`config.mk`:
```
export PLATFORM = sky130hd
export DESIGN_NAME = sc_postproc
export DESIGN_NICKNAME = d
export VERILOG_FILES = /design/src/sc_pkg.sv /design/src/sc_postproc.sv
export SDC_FILE = /design/constraint.sdc
export NUM_CORES = 1
export LEC_CHECK = 0
export BUFFER_PORTS_ARGS = -buffer_cell sky130_fd_sc_hd__clkbuf_2
export CAP_MARGIN = 10
export CELL_PAD_IN_SITES_DETAIL_PLACEMENT = 1
export CELL_PAD_IN_SITES_GLOBAL_PLACEMENT = 1
export CORE_UTILIZATION = 40
export CTS_BUF_LIST = sky130_fd_sc_hd__clkbuf_4 sky130_fd_sc_hd__clkbuf_8
export CTS_CLUSTER_SIZE = 25
export DETAILED_ROUTE_END_ITERATION = 6
export HOLD_SLACK_MARGIN = 0.02
export PLACE_DENSITY = 0.78
export SLEW_MARGIN = 20
export SYNTH_ARGS = -nofsm -noshare
export SYNTH_HDL_FRONTEND = slang
export SYNTH_SLANG_ARGS = --single-unit
```
`constraint.sdc`:
```
create_clock -name PCLK_OUT_i -period 4 [get_ports PCLK_OUT_i]
set_input_delay 0.4 -clock PCLK_OUT_i [delete_from_list [all_inputs] [get_ports PCLK_OUT_i]]
set_output_delay 0.4 -clock PCLK_OUT_i [all_outputs]
set_load 0.01 [all_outputs]
```
`src/sc_pkg.sv`:
```
package sc_pkg;

    // Pixel channel and coordinate widths
    localparam int COLOR_W = 8;
    localparam int COORD_W = 12;

    // Repeat factors (minus one), scanline strength and mask brightness
    localparam int RPT_W = 4;

    // Line buffer geometry
    localparam int LB_LINES  = 4;
    localparam int LB_LINE_W = 64;
    localparam int LB_X_W    = 6;
    localparam int LB_Y_W    = 2;

    // Pipeline stage numbers, counted from the H/V counter state
    //   1  sync, DE, coordinates and buffer address registered
    //   2  buffer read data valid, timing delayed to match
    //   3  mask flag and scanline subtraction
    //   4  test pattern / mask / colour select, top-level outputs
    localparam int PP_TIMING  = 1;
    localparam int PP_LINEBUF = PP_TIMING + 1;
    localparam int PP_SLGEN   = PP_LINEBUF + 1;
    localparam int PP_TP      = PP_SLGEN + 1;

    // Cycles from counter state to the top-level outputs
    localparam int PP_LATENCY = PP_TP;

    // One colour channel value
    typedef logic [COLOR_W-1:0] color_t;

    // Counter or pixel coordinate
    typedef logic [COORD_W-1:0] coord_t;

    // Repeat factor minus one, or a 4-bit strength / brightness
    typedef logic [RPT_W-1:0] rpt_t;

    // Pixel index within a buffered line
    typedef logic [LB_X_W-1:0] lb_x_t;

    // Line slot within the buffer
    typedef logic [LB_Y_W-1:0] lb_y_t;

endpackage

```
`src/sc_postproc.sv`:
```
module sc_postproc (
    input  logic           PCLK_OUT_i,
    input  logic           reset_i,
    input  logic           hsync_i,
    input  logic           vsync_i,
    input  logic           de_i,
    input  sc_pkg::coord_t xpos_i,
    input  sc_pkg::coord_t ypos_i,
    input  logic           sl_row_i,
    input  sc_pkg::color_t r_i,
    input  sc_pkg::color_t g_i,
    input  sc_pkg::color_t b_i,
    input  sc_pkg::rpt_t   sl_str_i,
    input  sc_pkg::coord_t mask_x_start_i,
    input  sc_pkg::coord_t mask_x_size_i,
    input  sc_pkg::coord_t mask_y_start_i,
    input  sc_pkg::coord_t mask_y_size_i,
    input  sc_pkg::rpt_t   mask_br_i,
    input  logic           testpattern_i,
    output sc_pkg::color_t r_o,
    output sc_pkg::color_t g_o,
    output sc_pkg::color_t b_o,
    output logic           hsync_o,
    output logic           vsync_o,
    output logic           de_o,
    output sc_pkg::coord_t xpos_o,
    output sc_pkg::coord_t ypos_o
);

    // Timing and coordinate delay line, stage 2 up to the output stage
    logic           hsync_pp [sc_pkg::PP_LINEBUF:sc_pkg::PP_LATENCY];
    logic           vsync_pp [sc_pkg::PP_LINEBUF:sc_pkg::PP_LATENCY];
    logic           de_pp    [sc_pkg::PP_LINEBUF:sc_pkg::PP_LATENCY];
    sc_pkg::coord_t xpos_pp  [sc_pkg::PP_LINEBUF:sc_pkg::PP_LATENCY];
    sc_pkg::coord_t ypos_pp  [sc_pkg::PP_LINEBUF:sc_pkg::PP_LATENCY];

    // Scanline flag at stage 2, mask flag at stage 3
    logic sl_row_q;
    logic mask_q;

    // Stage 3 colour after scanline subtraction
    sc_pkg::color_t r_sl;
    sc_pkg::color_t g_sl;
    sc_pkg::color_t b_sl;

    // Window end points carry one extra bit so start + size cannot wrap
    logic [sc_pkg::COORD_W:0] mask_x_end;
    logic [sc_pkg::COORD_W:0] mask_y_end;
    logic                     in_window;

    sc_pkg::color_t sl_thold;
    sc_pkg::color_t mask_val;
    sc_pkg::color_t tp_val;

    function automatic sc_pkg::color_t sat_sub(input sc_pkg::color_t pix,
                                               input sc_pkg::color_t thold);
        return (pix > thold) ? pix - thold : '0;
    endfunction

    assign mask_x_end = {1'b0, mask_x_start_i} + {1'b0, mask_x_size_i};
    assign mask_y_end = {1'b0, mask_y_start_i} + {1'b0, mask_y_size_i};

    assign in_window = (xpos_pp[sc_pkg::PP_LINEBUF] >= mask_x_start_i) &&
                       ({1'b0, xpos_pp[sc_pkg::PP_LINEBUF]} < mask_x_end) &&
                       (ypos_pp[sc_pkg::PP_LINEBUF] >= mask_y_start_i) &&
                       ({1'b0, ypos_pp[sc_pkg::PP_LINEBUF]} < mask_y_end);

    // (sl_str+1)*16-1 is the strength in the high nibble over all ones
    assign sl_thold = {sl_str_i, 4'hf};

    assign mask_val = {mask_br_i, mask_br_i};

    assign tp_val = sc_pkg::color_t'(xpos_pp[sc_pkg::PP_SLGEN] ^ ypos_pp[sc_pkg::PP_SLGEN]);

    always_ff @(posedge PCLK_OUT_i) begin
        if (reset_i) begin
            for (int i = sc_pkg::PP_LINEBUF; i <= sc_pkg::PP_LATENCY; i++) begin
                hsync_pp[i] <= 1'b1;
                vsync_pp[i] <= 1'b1;
                de_pp[i]    <= 1'b0;
                xpos_pp[i]  <= '0;
                ypos_pp[i]  <= '0;
            end
            sl_row_q <= 1'b0;
        end else begin
            hsync_pp[sc_pkg::PP_LINEBUF] <= hsync_i;
            vsync_pp[sc_pkg::PP_LINEBUF] <= vsync_i;
            de_pp[sc_pkg::PP_LINEBUF]    <= de_i;
            xpos_pp[sc_pkg::PP_LINEBUF]  <= xpos_i;
            ypos_pp[sc_pkg::PP_LINEBUF]  <= ypos_i;
            for (int i = sc_pkg::PP_LINEBUF + 1; i <= sc_pkg::PP_LATENCY; i++) begin
                hsync_pp[i] <= hsync_pp[i-1];
                vsync_pp[i] <= vsync_pp[i-1];
                de_pp[i]    <= de_pp[i-1];
                xpos_pp[i]  <= xpos_pp[i-1];
                ypos_pp[i]  <= ypos_pp[i-1];
            end
            sl_row_q <= sl_row_i;
        end
    end

    // Stage 3, mask flag
    always_ff @(posedge PCLK_OUT_i) begin
        if (reset_i) begin
            mask_q <= 1'b0;
        end else begin
            mask_q <= !in_window;
        end
    end

    // Stage 3, subtractive scanline on flagged rows
    always_ff @(posedge PCLK_OUT_i) begin
        r_sl <= sl_row_q ? sat_sub(r_i, sl_thold) : r_i;
        g_sl <= sl_row_q ? sat_sub(g_i, sl_thold) : g_i;
        b_sl <= sl_row_q ? sat_sub(b_i, sl_thold) : b_i;
    end

    // Stage 4, test pattern overrides mask, mask overrides picture
    always_ff @(posedge PCLK_OUT_i) begin
        if (reset_i) begin
            r_o <= '0;
            g_o <= '0;
            b_o <= '0;
        end else if (testpattern_i) begin
            r_o <= tp_val;
            g_o <= tp_val;
            b_o <= tp_val;
        end else if (mask_q) begin
            r_o <= mask_val;
            g_o <= mask_val;
            b_o <= mask_val;
        end else begin
            r_o <= r_sl;
            g_o <= g_sl;
            b_o <= b_sl;
        end
    end

    assign hsync_o = hsync_pp[sc_pkg::PP_LATENCY];
    assign vsync_o = vsync_pp[sc_pkg::PP_LATENCY];
    assign de_o    = de_pp[sc_pkg::PP_LATENCY];
    assign xpos_o  = xpos_pp[sc_pkg::PP_LATENCY];
    assign ypos_o  = ypos_pp[sc_pkg::PP_LATENCY];

    // Active video never overlaps horizontal sync at the output
    a_de_outside_hsync: assert property (
        @(posedge PCLK_OUT_i) disable iff (reset_i)
        de_o |-> hsync_o
    ) else $error("de_o high during hsync_o pulse");

endmodule

```
# == After elaboration in Yosys (flattened, before gate mapping) ==
# Memory sizes are Yosys's and may differ from the RTL's.
# Cells that the tools add are included.
# word_totals
reg_bits,50
latchBits,0
ram_bits,81
rom_bits,0
input_bits,111
memories,5
# memory_table
memory,depth,width,read_ports,rd_clocked_by_memory_dff,wr,line,rtl
xpos_pp,3,12,3,0,3,sc_postproc.sv:34,sc_pkg::coord_t xpos_pp [sc_pkg::PP_LINEBUF:sc_pkg::PP_LATENCY];
ypos_pp,3,12,3,0,3,sc_postproc.sv:35,sc_pkg::coord_t ypos_pp [sc_pkg::PP_LINEBUF:sc_pkg::PP_LATENCY];
de_pp,3,1,3,0,3,sc_postproc.sv:33,logic de_pp [sc_pkg::PP_LINEBUF:sc_pkg::PP_LATENCY];
hsync_pp,3,1,3,0,3,sc_postproc.sv:31,logic hsync_pp [sc_pkg::PP_LINEBUF:sc_pkg::PP_LATENCY];
vsync_pp,3,1,3,0,3,sc_postproc.sv:32,logic vsync_pp [sc_pkg::PP_LINEBUF:sc_pkg::PP_LATENCY];
# classes
add_sub_neg,5
n_mul,0
div,0
magnitude_cmp,7
n_eq_ne,0
n_shift,0
muxes,30
n_bitwise,16
n_reduce_logical,4
# ops
operator,count
2-to-1 mux 8 bit,12
2-to-1 mux 12 bit,6
adder 12 x 12 -> 13 bit,2
< comparator 12 x 13 -> 1 bit,2
>= comparator 12 bit,2
> comparator 8 bit,3
subtractor 8 bit,3
OR 1 bit,15
2-to-1 mux 1 bit,12
XOR 8 bit,1
logical AND 1 bit,3
logical NOT 1 bit,1

# == Depth between registers and ports, before layout ==
# Gate-level depths: netlist of the first run.
# logic_depth
word_depth,6
depth_mapped,16
mapped_depth_nobuf,16

# == Least setup slack after synthesis of the first run ==
# No wires, ideal clock.
# synth_path
path_kind,input -> register
startpoint,input mask_y_start_i[1]
endpoint,register mask_q
setup_time_ns,0.132
arrival_ns,3.195
required_ns,3.868
slack_ns,0.673
path_stages,14
path_cell_list,ha_1 a211oi_2 nor2_1 or4_1 a41o_1 o41ai_2 xor2_1 ha_1 a2111oi_0 a21oi_1 o211ai_1 a31oi_1 a221oi_1 a31oi_1
# synth_via
elab_chain_len,4
word_cells_on_any_way,6
cone_classes,1 x add/sub; 2 x order compare; 3 x reduce/logical
# synth_lines
item,line,rtl
from (decl),sc_postproc.sv:16,"input sc_pkg::coord_t mask_y_start_i,"
adder 12 x 12 -> 13 bit / >= comparator 12 bit (equally long branches),"sc_postproc.sv:61, sc_postproc.sv:65",
< comparator 12 x 13 -> 1 bit / logical AND 1 bit (equally long branches),"sc_postproc.sv:66, sc_postproc.sv:64",
logical AND 1 bit *,sc_postproc.sv:65,(ypos_pp[sc_pkg::PP_LINEBUF] >= mask_y_start_i) &&
logical NOT 1 bit *,sc_postproc.sv:107,mask_q <= !in_window;
to (signal assigned),sc_postproc.sv:107,
to (decl),sc_postproc.sv:39,logic mask_q;
# Every way passes the cells marked *; elsewhere a longest branch is shown, timed or not.
# A chain may end at the register's enable or synchronous reset.

# == Worst setup path after layout of the first run ==
# Same ends and word-level chain as after synthesis.

==> results of run 1 <==
==> worst paths after layout <==
check                end
max               mask_q
min          hsync_pp[2]
max reg2reg      b_sl[7]
min reg2reg  vsync_pp[4]
==> final cells by class <==
type	count	area (um^2)	share of cell area
Clock buffer	19	255.2	0.03105
Clock inverter	13	182.7	0.02223
Tap cell	220	275.3	0.03349
Multi-Input combinational cell	525	3906	0.4753
Sequential cell	131	2623	0.3191
Inverter	41	153.9	0.01872
Timing Repair Buffer	163	823.3	0.1002
==> critical path, stage by stage <==
cell	delay [ps]
clkbuf_2	90
ha_1	330
a211oi_2	190
nor2_1	80
or4_1	450
a41o_1	280
o41ai_2	240
xor2_1	110
ha_1	200
a2111oi_0	550
a21oi_1	130
o211ai_1	110
a31oi_1	60
a221oi_1	320
a31oi_1	130
==> cell families (layout without fill, tap and decap cells) <==
group                    count (synthesis)  after routing  share of synthesized area
XOR/XNOR                                37             37                    0.04787
buffers and inverters                   64            236                    0.03549
multiplexers                             3              3                   0.004990
AO/OA/AOI/OAI                          183            183                     0.1832
AND/OR/NAND/NOR                        215            215                     0.1780
flip-flops                             131            131                     0.3874
adder cells (fa/ha/maj)                 87             87                     0.1630
==> metrics by stage <==
| step | total power, mW | util |
|---|---|---|
| after floorplan | 1.863 | - |
| after global placement | 2.063 | 0.4709 |
| after detailed placement | 2.086 | 0.4709 |
| after CTS | 3.305 | 0.4974 |
| after global routing | 3.450 | 0.4974 |
| final | 3.263 | 0.4974 |
==> power groups by stage <==
stage	logic (mW)	clock network, mW	registers [mW]
after global placement	0.617	0	1.45
final	0.635	1.21	1.42
after floorplan	0.424	0	1.44
after CTS	0.645	1.24	1.42
after global routing	0.721	1.30	1.42
after detailed placement	0.637	0	1.45
==> per-layer routing <==
layer / global-route usage / vias to the layer above / wire (um)
li1: - / 2832 / -
met4: 0.05297 / 0 / 182
met2: 0.3815 / 122 / 8904
met5: 0 / - / 0
met3: 0.05152 / 19 / 749
met1: 0.2414 / 2608 / 7652
==> synth_stat cells, drive strengths merged, types with 2 or more instances <==
cell / count
dfxtp: 131
ha: 85
nor2b: 81
a21oi: 47
a21o: 41
inv: 41
nand2: 40
nand2b: 34
xor2: 27
o21ai: 23
clkbuf: 21
nor2: 16
o2bb2ai: 12
a31oi: 11
and3: 11
o21a: 10
xnor2: 10
nand3: 9
or2: 7
o31ai: 6
a211oi: 5
nor3: 4
nor4b: 4
o211ai: 4
o21bai: 4
o22ai: 4
a2111oi: 3
mux2: 3
or4: 3
a221oi: 2
a32o: 2
buf: 2
fa: 2
nand4: 2
or3: 2
==> flip-flops by register name (all words and copies together) (netlist names) <==
name and cells:
g_o 8, b_sl 8, g_sl 8, mask_q 1
de_pp 3, xpos_pp 36, b_o 8, sl_row_q 1
r_sl 8, hsync_pp 3, ypos_pp 36, vsync_pp 3
r_o 8
==> impl_results.md, run 1 <==
- Most common cell after layout, fill and taps aside: clkbuf_2
- Part of the power in registers: 0.434
- Worst vdd ir: between 0.2 and 0.3 mV
- Initial antenna violation count: 0
- DRT Wirelength: 17,490 um
- Largest net degree at the start of global routing: ~110
- First-pass GRT wire length: about 29,000 um
- Vias in the first global route: between 5,000 and 6,000
- Final setup viols: 0
- Slew Viols, Final: 0
- Clk slew on worst S/H paths: 70 ps
- CTS buffer count: 17
- Reg2Reg Depth: 2
- Worst skew pair latency: between 400 and 500 ps
- Via count: around 5,600
- Setup WS pre-CTS: between 150 and 200 ps
- Async SR Flop Fraction: 0
- Cell Pwr Density: about 400 nW/um^2
- Worst hold start: hsync_i
- Area Growth Syn to Fin: 21.42%
- Status: finished clean
- Clk root buf: clkbuf_8
- Initial core utilization: 0.4096
- Synth area leaders: dfxtp_1 (39%), ha_1 (16%), nor2b_1 (7.5%)
- DR iter-0 viols: about 200
- CTS resizes: 0
- Dominant synthesized flop cell: dfxtp_1
- Synthesized instance count: 720
- CTS tree: yes
- Drt via density: between 5 and 6
- Clock power share: 0.371
- Least-Margin Pin Slew: approximately 1000 ps
- Switching share of total power: 0.2721
- Remaining global-route overflow: 0
- H-tree levels: 4
- Gp weighted congestion: slightly above 0.8
- Unrepaired setup endpoints after global routing: no
- Setup TNS: 0 ps
- Post-synth EDFFs: 0
- R2r setup slk: 1760 ps
- WHS Path Cells: 2
- Chip width: approximately 130 um
- PortBufs: 161
- Combinational power share: 0.195
- Cell type with the highest aggregate area in the netlist: dfxtp_1
- Worst hold margin: around 150 ps
- Postcts setup bufs: 0
- FF+latch count, synth: around 130
- Critical R2R Launch: sl_row_q
- Synthesized Nets: just over 900
- Sequential area share after synthesis: 0.3874
- Post-layout minimum cycle time: about 3400 ps
- Most frequent cells in the layout: clkbuf_2 (160), dfxtp_1 (131), ha_1 (85)
- Ant diodes: 0
- CP max FO: 2
- Die height: ~130 um
- Dpl hpwl: about 14,000 um
- Final setup margin: about 570 ps
- Crit. End Element: register
- Core area: 16,520 um^2
- FP Rows: 47
- Placed cell area: roughly 7800 um^2
- CP Class: in2reg
- Count of final hold-check violations: 0
- # fillers: slightly below 2,000
- Hold/Removal Path Class: in2reg
- Synth cell types: 47
- CP startpoint kind: input pin
- Syn. warnings: 0
- Cell leakage power: between 4 and 5 nW
- Boundary pin count: ~160
- Max Root-Sink Buffers: 2
- Clock skew: ~10 ps
- Worst rel slew slack: 0.3058
- Placed insts: 1,080
- Net switching power: 0.8877 mW
- Antenna-violating nets left: 0
- Area share of the leading cell type in the synthesized netlist: 0.3874
- Pint: approximately 2.4 mW
- Sink Count: 131
- Finished Layout Cells: ~1,100
- Post-route cell area: 8219 um^2
- Die ar.: between 15,000 and 20,000 um^2
- Worst Path Arrival: about 3700 ps
- Hold-fix buffers, CTS: 0
- WP data required: 4260 ps
- Max_cap viols: 0
- Max Freq: 291.5 MHz
- Syn avg cell area: between 9 and 10 um^2
- WL/cell: around 16 um
- Post-Syn Area: around 6800 um^2
- Setup crit start: mask_y_start_i[1]
- Final net count: approximately 1,100
- DRT Pass-1 Iters: 4
- Final Cycle Share: 0.8577
- Share of layout cells above drive strength 1: 0.2354
- Tot GR Track Use: 0.2086
- DRC viols: 0
Note: power is estimated with default switching activity, not from simulation.
==> run 2: changes to the inputs <==
==> constraint.sdc (replaced) <==
create_clock -name PCLK_OUT_i -period 3.7 [get_ports PCLK_OUT_i]
set_input_delay 0.37 -clock PCLK_OUT_i [delete_from_list [all_inputs] [get_ports PCLK_OUT_i]]
set_output_delay 0.37 -clock PCLK_OUT_i [all_outputs]
set_load 0.01 [all_outputs]
==> run 2 against run 1 <==
Against the previous run:
- sequential power increased by 8%
- via count is essentially flat
- worst setup slack worse by 290 ps
- count of clock-buffer cells in the layout decreased by 1
- routed wire length decreased by 0.36%
- register-to-register slack got worse by 230 ps
- hold slack worse by 21 ps
- clock skew shrank 1.5 ps
- critical endpoint unchanged
- largest cell class unchanged
- largest power group unchanged
==> impl_results.md, run 2 (same netlist as run 1, synthesis figures left out) <==
- Status: finished clean (unchanged)
- Worst hold margin: 132.0 ps (was 153.1 ps)
- Highest Signal Layer: met4 (unchanged)
- Drt via density: 5.010 (was 5.019)
- Hold-fix buffers, CTS: 0 (unchanged)
- Final net count: 1,079 (was 1,077)
- DR iter-0 viols: 218 (was 196)
- FP Rows: 47 (unchanged)
- Combinational power share: 0.204 (was 0.195)
- Sink Count: 131 (unchanged)
- Remaining global-route overflow: 0 (unchanged)
- Met2 routed WL: 8773 um (was 8904 um)
- Antenna-violating nets left: 0 (unchanged)
- Clock power share: 0.349 (was 0.371)
- Worst Path Arrival: 3680 ps (was 3690 ps)
- Post-layout minimum cycle time: ~3400 ps
- Worst rel slew slack: 0.2758 (was 0.3058)
- Clk root buf: clkbuf_8 (unchanged)
- M1 wire length: 7605 um (was 7652 um)
- Setup TNS: 0 ps (unchanged)
- Gp weighted congestion: 0.8130 (was 0.8161)
- Chip width: 132.1 um (unchanged)
- Least-Margin Pin Slew: 1086 ps (was 1041 ps)
- Part of the power in registers: 0.447 (was 0.434)
- Count of final hold-check violations: 0 (unchanged)
- Wire length on met3: 877 um (was 749 um)
- Largest net degree at the start of global routing: 108 (unchanged)
- Postcts setup bufs: 0 (unchanged)
- Cell Pwr Density: 416.5 nW/um^2 (was 397.0 nW/um^2)
- H-tree levels: 4 (unchanged)
- Switching share of total power: 0.2899 (was 0.2721)
- DRT Pass-1 Iters: 4 (unchanged)
- Worst skew pair latency: 420 ps (was 430 ps)
- Clk slew on worst S/H paths: 70 ps (about the same)
- Max Root-Sink Buffers: 2 (unchanged)
- Final Cycle Share: 0.9257
- Share of layout cells above drive strength 1: 0.2371 (was 0.2354)
- Multi-input gate area: 3906 um^2 (unchanged)
- DRC viols: 0 (unchanged)
- Via count: 5,586 (was 5,581)
- # fillers: 1,999 (was 1,959)
- Most frequent cells in the layout: clkbuf_2 (160), dfxtp_1 (131), ha_1 (85) (unchanged)
- Initial core utilization: 0.4096 (unchanged)
- CTS resizes: 0 (unchanged)
- CTS tree: yes (unchanged)
- Final setup viols: 0 (unchanged)
- Worst vdd ir: 0.2752 mV (was 0.2582 mV)
- CP max FO: 4 (was 2)
- Core area: 16,520 um^2 (unchanged)
- Pint: 2.424 mW (was 2.375 mW)
- Slew Viols, Final: 0 (unchanged)
- CP startpoint kind: input pin (unchanged)
- Vias in the first global route: 5,766 (was 5,875)
- Area Growth Syn to Fin: 21.07% (was 21.42%)
- DRT Wirelength: 17,430 um (was 17,490 um)
- CP Class: in2reg (unchanged)
- Max Freq: just under 300 MHz
- Cell leakage power: 4.018 nW (was 4.033 nW)
- Post-layout util: 0.4959 (was 0.4974)
- Placed insts: 1,082 (was 1,080)
- Largest regs: xpos_pp x36, ypos_pp x36 (unchanged)
- Clock skew: 8.799 ps (was 10.34 ps)
- WP data required: 3950 ps (was 4260 ps)
- Die height: 132.1 um (unchanged)
- First-pass GRT wire length: 28,260 um (was 28,650 um)
- Crit. End Element: register (unchanged)
- CTS buffer count: 17 (unchanged)
- Register area: 2623 um^2 (unchanged)
- Dpl hpwl: 13,760 um (was 13,880 um)
- Die ar.: 17,450 um^2 (unchanged)
- Most common cell after layout, fill and taps aside: clkbuf_2 (unchanged)
- Net switching power: 0.9895 mW (was 0.8877 mW)
- PortBufs: 161 (unchanged)
- Boundary pin count: 162 (unchanged)
- Initial antenna violation count: 1 (was 0)
- Hold/Removal Path Class: in2reg (unchanged)
- WL/cell: 15.63 um (was 15.73 um)
- Tot GR Track Use: 0.2050 (was 0.2086)
- Finished Layout Cells: 1,115 (was 1,112)
- Max_cap viols: 0 (unchanged)
- Unrepaired setup endpoints after global routing: no (unchanged)
[run 2: changes by cell type in the layout (fill, tap and decap cells not counted), sizes merged]
cell,before,now
buf,3,5
bufinv,4,2
clkbuf,179,178
clkinvlp,4,5
diode,0,1
inv,42,44
[run 2: area by class of cell]
cell class,count,area share
Antenna cell,1,0.0003053
Clock buffer,18,0.02947
Multi-Input combinational cell,525,0.4766
Tap cell,220,0.03359
Inverter,41,0.01878
Timing Repair Buffer,165,0.1023
Sequential cell,131,0.3200
Clock inverter,14,0.01893
[run 2: power groups by stage]
stage	logic (mW)	registers [mW]	clock network [mW]
after floorplan	0.459	1.56	0
after global placement	0.671	1.56	0
after detailed placement	0.693	1.56	0
after CTS	0.704	1.53	1.22
after global routing	0.789	1.54	1.28
final	0.695	1.53	1.19
[run 2: worst max-delay path: stages]
cell and delay (ps):
clkbuf_2 90, ha_1 330, o21ai_0 180, nor2_1 80, or4_1 460, a41o_1 280, o41ai_2 250, xor2_1 110
ha_1 210, a2111oi_0 580, a21oi_1 140, o211ai_1 120, a31oi_1 70, a221oi_1 300, a31oi_1 110
[run 2: final timing paths]
kind                     start     endpoint  slack [ps]  cells past startpoint
max reg2reg     ypos_pp[2][10]       mask_q        1530                      7
max          mask_y_start_i[2]       mask_q         270                     15
min reg2reg        hsync_pp[3]  hsync_pp[4]         410                      1
min                    hsync_i  hsync_pp[2]         130                      2
[run 2: metal layers]
metal / track usage / vias up
met5: 0 / -
met4: 0.04651 / 0
met3: 0.04998 / 12
li1: - / 2829
met2: 0.3707 / 115
met1: 0.2432 / 2630
[run 2: through the flow]
step	cell area (um^2)	power [mW]	setup slack, ps
after CTS	8193	3.448	325.9
after floorplan	6769	2.014	403.1
after global placement	7796	2.232	39.63
after detailed placement	7796	2.254	-125.5
after global routing	8195	3.606	1.782
final	8195	3.413	275.0
==> run 3: changes to the inputs <==
--- a/config.mk
+++ b/config.mk
@@ -14,6 +14,7 @@
 export CTS_CLUSTER_SIZE = 25
 export DETAILED_ROUTE_END_ITERATION = 6
 export HOLD_SLACK_MARGIN = 0.02
+export MAX_ROUTING_LAYER = met4
 export PLACE_DENSITY = 0.78
 export SLEW_MARGIN = 20
 export SYNTH_ARGS = -nofsm -noshare
==> run 3 against run 2 <==
Against the previous run:
- count of clock-buffer cells in the layout unchanged
- register-to-register slack is essentially flat
- first-iteration DRC count down 8.3%
- final area is the same
- critical endpoint unchanged
- fmax barely moved
- clock skew about the same
- global-route usage grew 0.63 points
- final cell count stayed put
- via count about the same
- sequential share of layout area stayed put
- total power about the same
- highest routed layer unchanged
- non-clock buffer count did not move
==> impl_results.md, run 3 (same netlist as run 1, synthesis figures left out) <==
- Status: finished clean (unchanged)
- Max Root-Sink Buffers: 2 (unchanged)
- Most frequent cells in the layout: clkbuf_2 (160), dfxtp_1 (131), ha_1 (85) (unchanged)
- Crit-path slowest cell: a2111oi_0 (unchanged)
- Dpl hpwl: 13,760 um (unchanged)
- Reg2reg end: mask_q (unchanged)
- Core area: 16,520 um^2 (unchanged)
- Clk slew on worst S/H paths: 70 ps (about the same)
- Worst skew pair latency: 420 ps (about the same)
- # fillers: 1,999 (unchanged)
- Share of layout cells above drive strength 1: 0.2371 (unchanged)
- First-pass GRT wire length: 28,280 um (was 28,260 um)
- CP startpoint kind: input pin (unchanged)
- Total power: 3.412 mW (was 3.413 mW)
- Chip width: 132.1 um (unchanged)
- DRT Pass-1 Iters: 5 (was 4)
- Clock skew: 9.205 ps (was 8.799 ps)
- Sink Count: 131 (unchanged)
- CTS tree: yes (unchanged)
- Die height: 132.1 um (unchanged)
- Die ar.: 17,450 um^2 (unchanged)
- Max Freq: 292.0 MHz (about the same)
- Hold Crit Endpoint: hsync_pp[2] (unchanged)
- CP max FO: 4 (unchanged)
- Final setup margin: 275.3 ps (was 275.0 ps)
- Final Cycle Share: 0.9256 (was 0.9257)
- Drt via density: 5.013 (was 5.010)
- Final setup viols: 0 (unchanged)
- Remaining global-route overflow: 0 (unchanged)
- Worst path bufs/invs: 1 (unchanged)
- Multi-input gate area: 3906 um^2 (unchanged)
- Critical path's largest stage delay: 580 ps (about the same)
- Vias in the first global route: 5,771 (was 5,766)
- Top delay family on crit path: compound AO/OA/AOI/OAI gates (unchanged)
- Clk root buf: clkbuf_8 (unchanged)
- Crit. End Element: register (unchanged)
- Initial antenna violation count: 1 (unchanged)
- Gp weighted congestion: 0.8250 (was 0.8130)
- Unrepaired setup endpoints after global routing: no (unchanged)
- Worst vdd ir: 0.2753 mV (was 0.2752 mV)
- Tot GR Track Use: 0.2113 (was 0.2050)
- Hold-fix buffers, CTS: 0 (unchanged)
- Postcts setup bufs: 0 (unchanged)
- Worst path cell trace: clkbuf_2 -> ha_1 -> o21ai_0 -> nor2_1 -> or4_1 -> a41o_1 -> o41ai_2 -> xor2_1 -> ha_1 -> a2111oi_0 -> a21oi_1 -> o211ai_1 -> a31oi_1 -> a221oi_1 -> a31oi_1 (unchanged)
- Worst hold start: hsync_i (unchanged)
- Final net count: 1,079 (unchanged)
- Crit path depth: 15 (unchanged)
- FP Rows: 47 (unchanged)
- Post-layout minimum cycle time: 3425 ps (about the same)
- Via count: 5,589 (was 5,586)
- CTS resizes: 0 (unchanged)
- Largest net degree at the start of global routing: 108 (unchanged)
- Boundary pin count: 162 (unchanged)
- Max_cap viols: 0 (unchanged)
- Cell leakage power: 4.018 nW (unchanged)
- CP Class: in2reg (unchanged)
- Setup TNS: 0 ps (unchanged)
- DR iter-0 viols: 200 (was 218)
- Critical R2R Launch: ypos_pp[2][10] (unchanged)
- Hold/Removal Path Class: in2reg (unchanged)
- Register area: 2623 um^2 (unchanged)
- WP data required: 3950 ps (about the same)
- PortBufs: 161 (unchanged)
- Least-Margin Pin Slew: 1080 ps (was 1086 ps)
- CTS buffer count: 17 (unchanged)
- DRC viols: 0 (unchanged)
- Worst rel slew slack: 0.2800 (was 0.2758)
- Cell Pwr Density: 416.4 nW/um^2 (was 416.5 nW/um^2)
- H-tree levels: 4 (unchanged)
- Slew Viols, Final: 0 (unchanged)
- WL/cell: 15.66 um (was 15.63 um)
- Largest regs: xpos_pp x36, ypos_pp x36 (unchanged)
- R2r setup slk: 1530 ps (about the same)
- Count of final hold-check violations: 0 (unchanged)
- Initial core utilization: 0.4096 (unchanged)
- DRT Wirelength: 17,460 um (was 17,430 um)
- WHS Path Cells: 2 (unchanged)
- Antenna-violating nets left: 0 (unchanged)
- Reg2Reg Depth: 7 (unchanged)
- Worst Path Arrival: 3680 ps (about the same)
- Setup WS pre-CTS: -125.5 ps (unchanged)
- Most common cell after layout, fill and taps aside: clkbuf_2 (unchanged)
- Area Growth Syn to Fin: 21.07% (unchanged)
==> run 3: cell counts in the layout (fill, tap and decap cells not counted) <==
Identical to the previous run, type by type.
==> run 3: worst max-delay path by stage <==
stage	start	end
finish	mask_y_start_i[2]	mask_q
global route	mask_y_start_i[2]	mask_q
CTS	mask_y_start_i[2]	mask_q
detailed placement	mask_y_start_i[2]	mask_q
global placement	mask_y_start_i[1]	mask_q
floorplan	mask_y_start_i[1]	mask_q
==> run 3: power breakdown <==
group	switching (mW)	leakage, nW	total [mW]	internal (mW)
combinational	0.371	2.75	0.695	0.324
clock	0.576	0.186	1.19	0.613
sequential	0.0407	1.08	1.53	1.49
total	0.988	4.02	3.41	2.42
==> run 3: area by class of cell <==
| type | count | area share |
|---|---|---|
| Timing Repair Buffer | 165 | 0.1023 |
| Tap cell | 220 | 0.03359 |
| Sequential cell | 131 | 0.3200 |
| Multi-Input combinational cell | 525 | 0.4766 |
| Clock inverter | 14 | 0.01893 |
| Clock buffer | 18 | 0.02947 |
| Antenna cell | 1 | 0.0003053 |
| Inverter | 41 | 0.01878 |
==> run 3: per-layer routing <==
| metal | wire (um) | global-route usage |
|---|---|---|
| met5 | 0 | - |
| met1 | 7696 | 0.2439 |
| met2 | 8730 | 0.3710 |
| met4 | 172 | 0.04651 |
| met3 | 860 | 0.04844 |
==> run 3: worst reg2reg max path: stages, from the launching register on <==
cell and delay (ps):
dfxtp_1 360, ha_1 330, a2111oi_0 570, a21oi_1 140, o211ai_1 120, a31oi_1 70, a221oi_1 300, a31oi_1 110
==> run 3: stage by stage <==
step,instance area [um^2],cells,utilization,hold slack [ps]
after CTS,8193,1114,0.4958,110.0
after floorplan,6769,720,-,389.5
after detailed placement,7796,1082,0.4718,395.0
after global placement,7796,1082,0.4718,392.4
after global routing,8195,1115,0.4959,100.1
final,8195,1115,0.4959,131.4
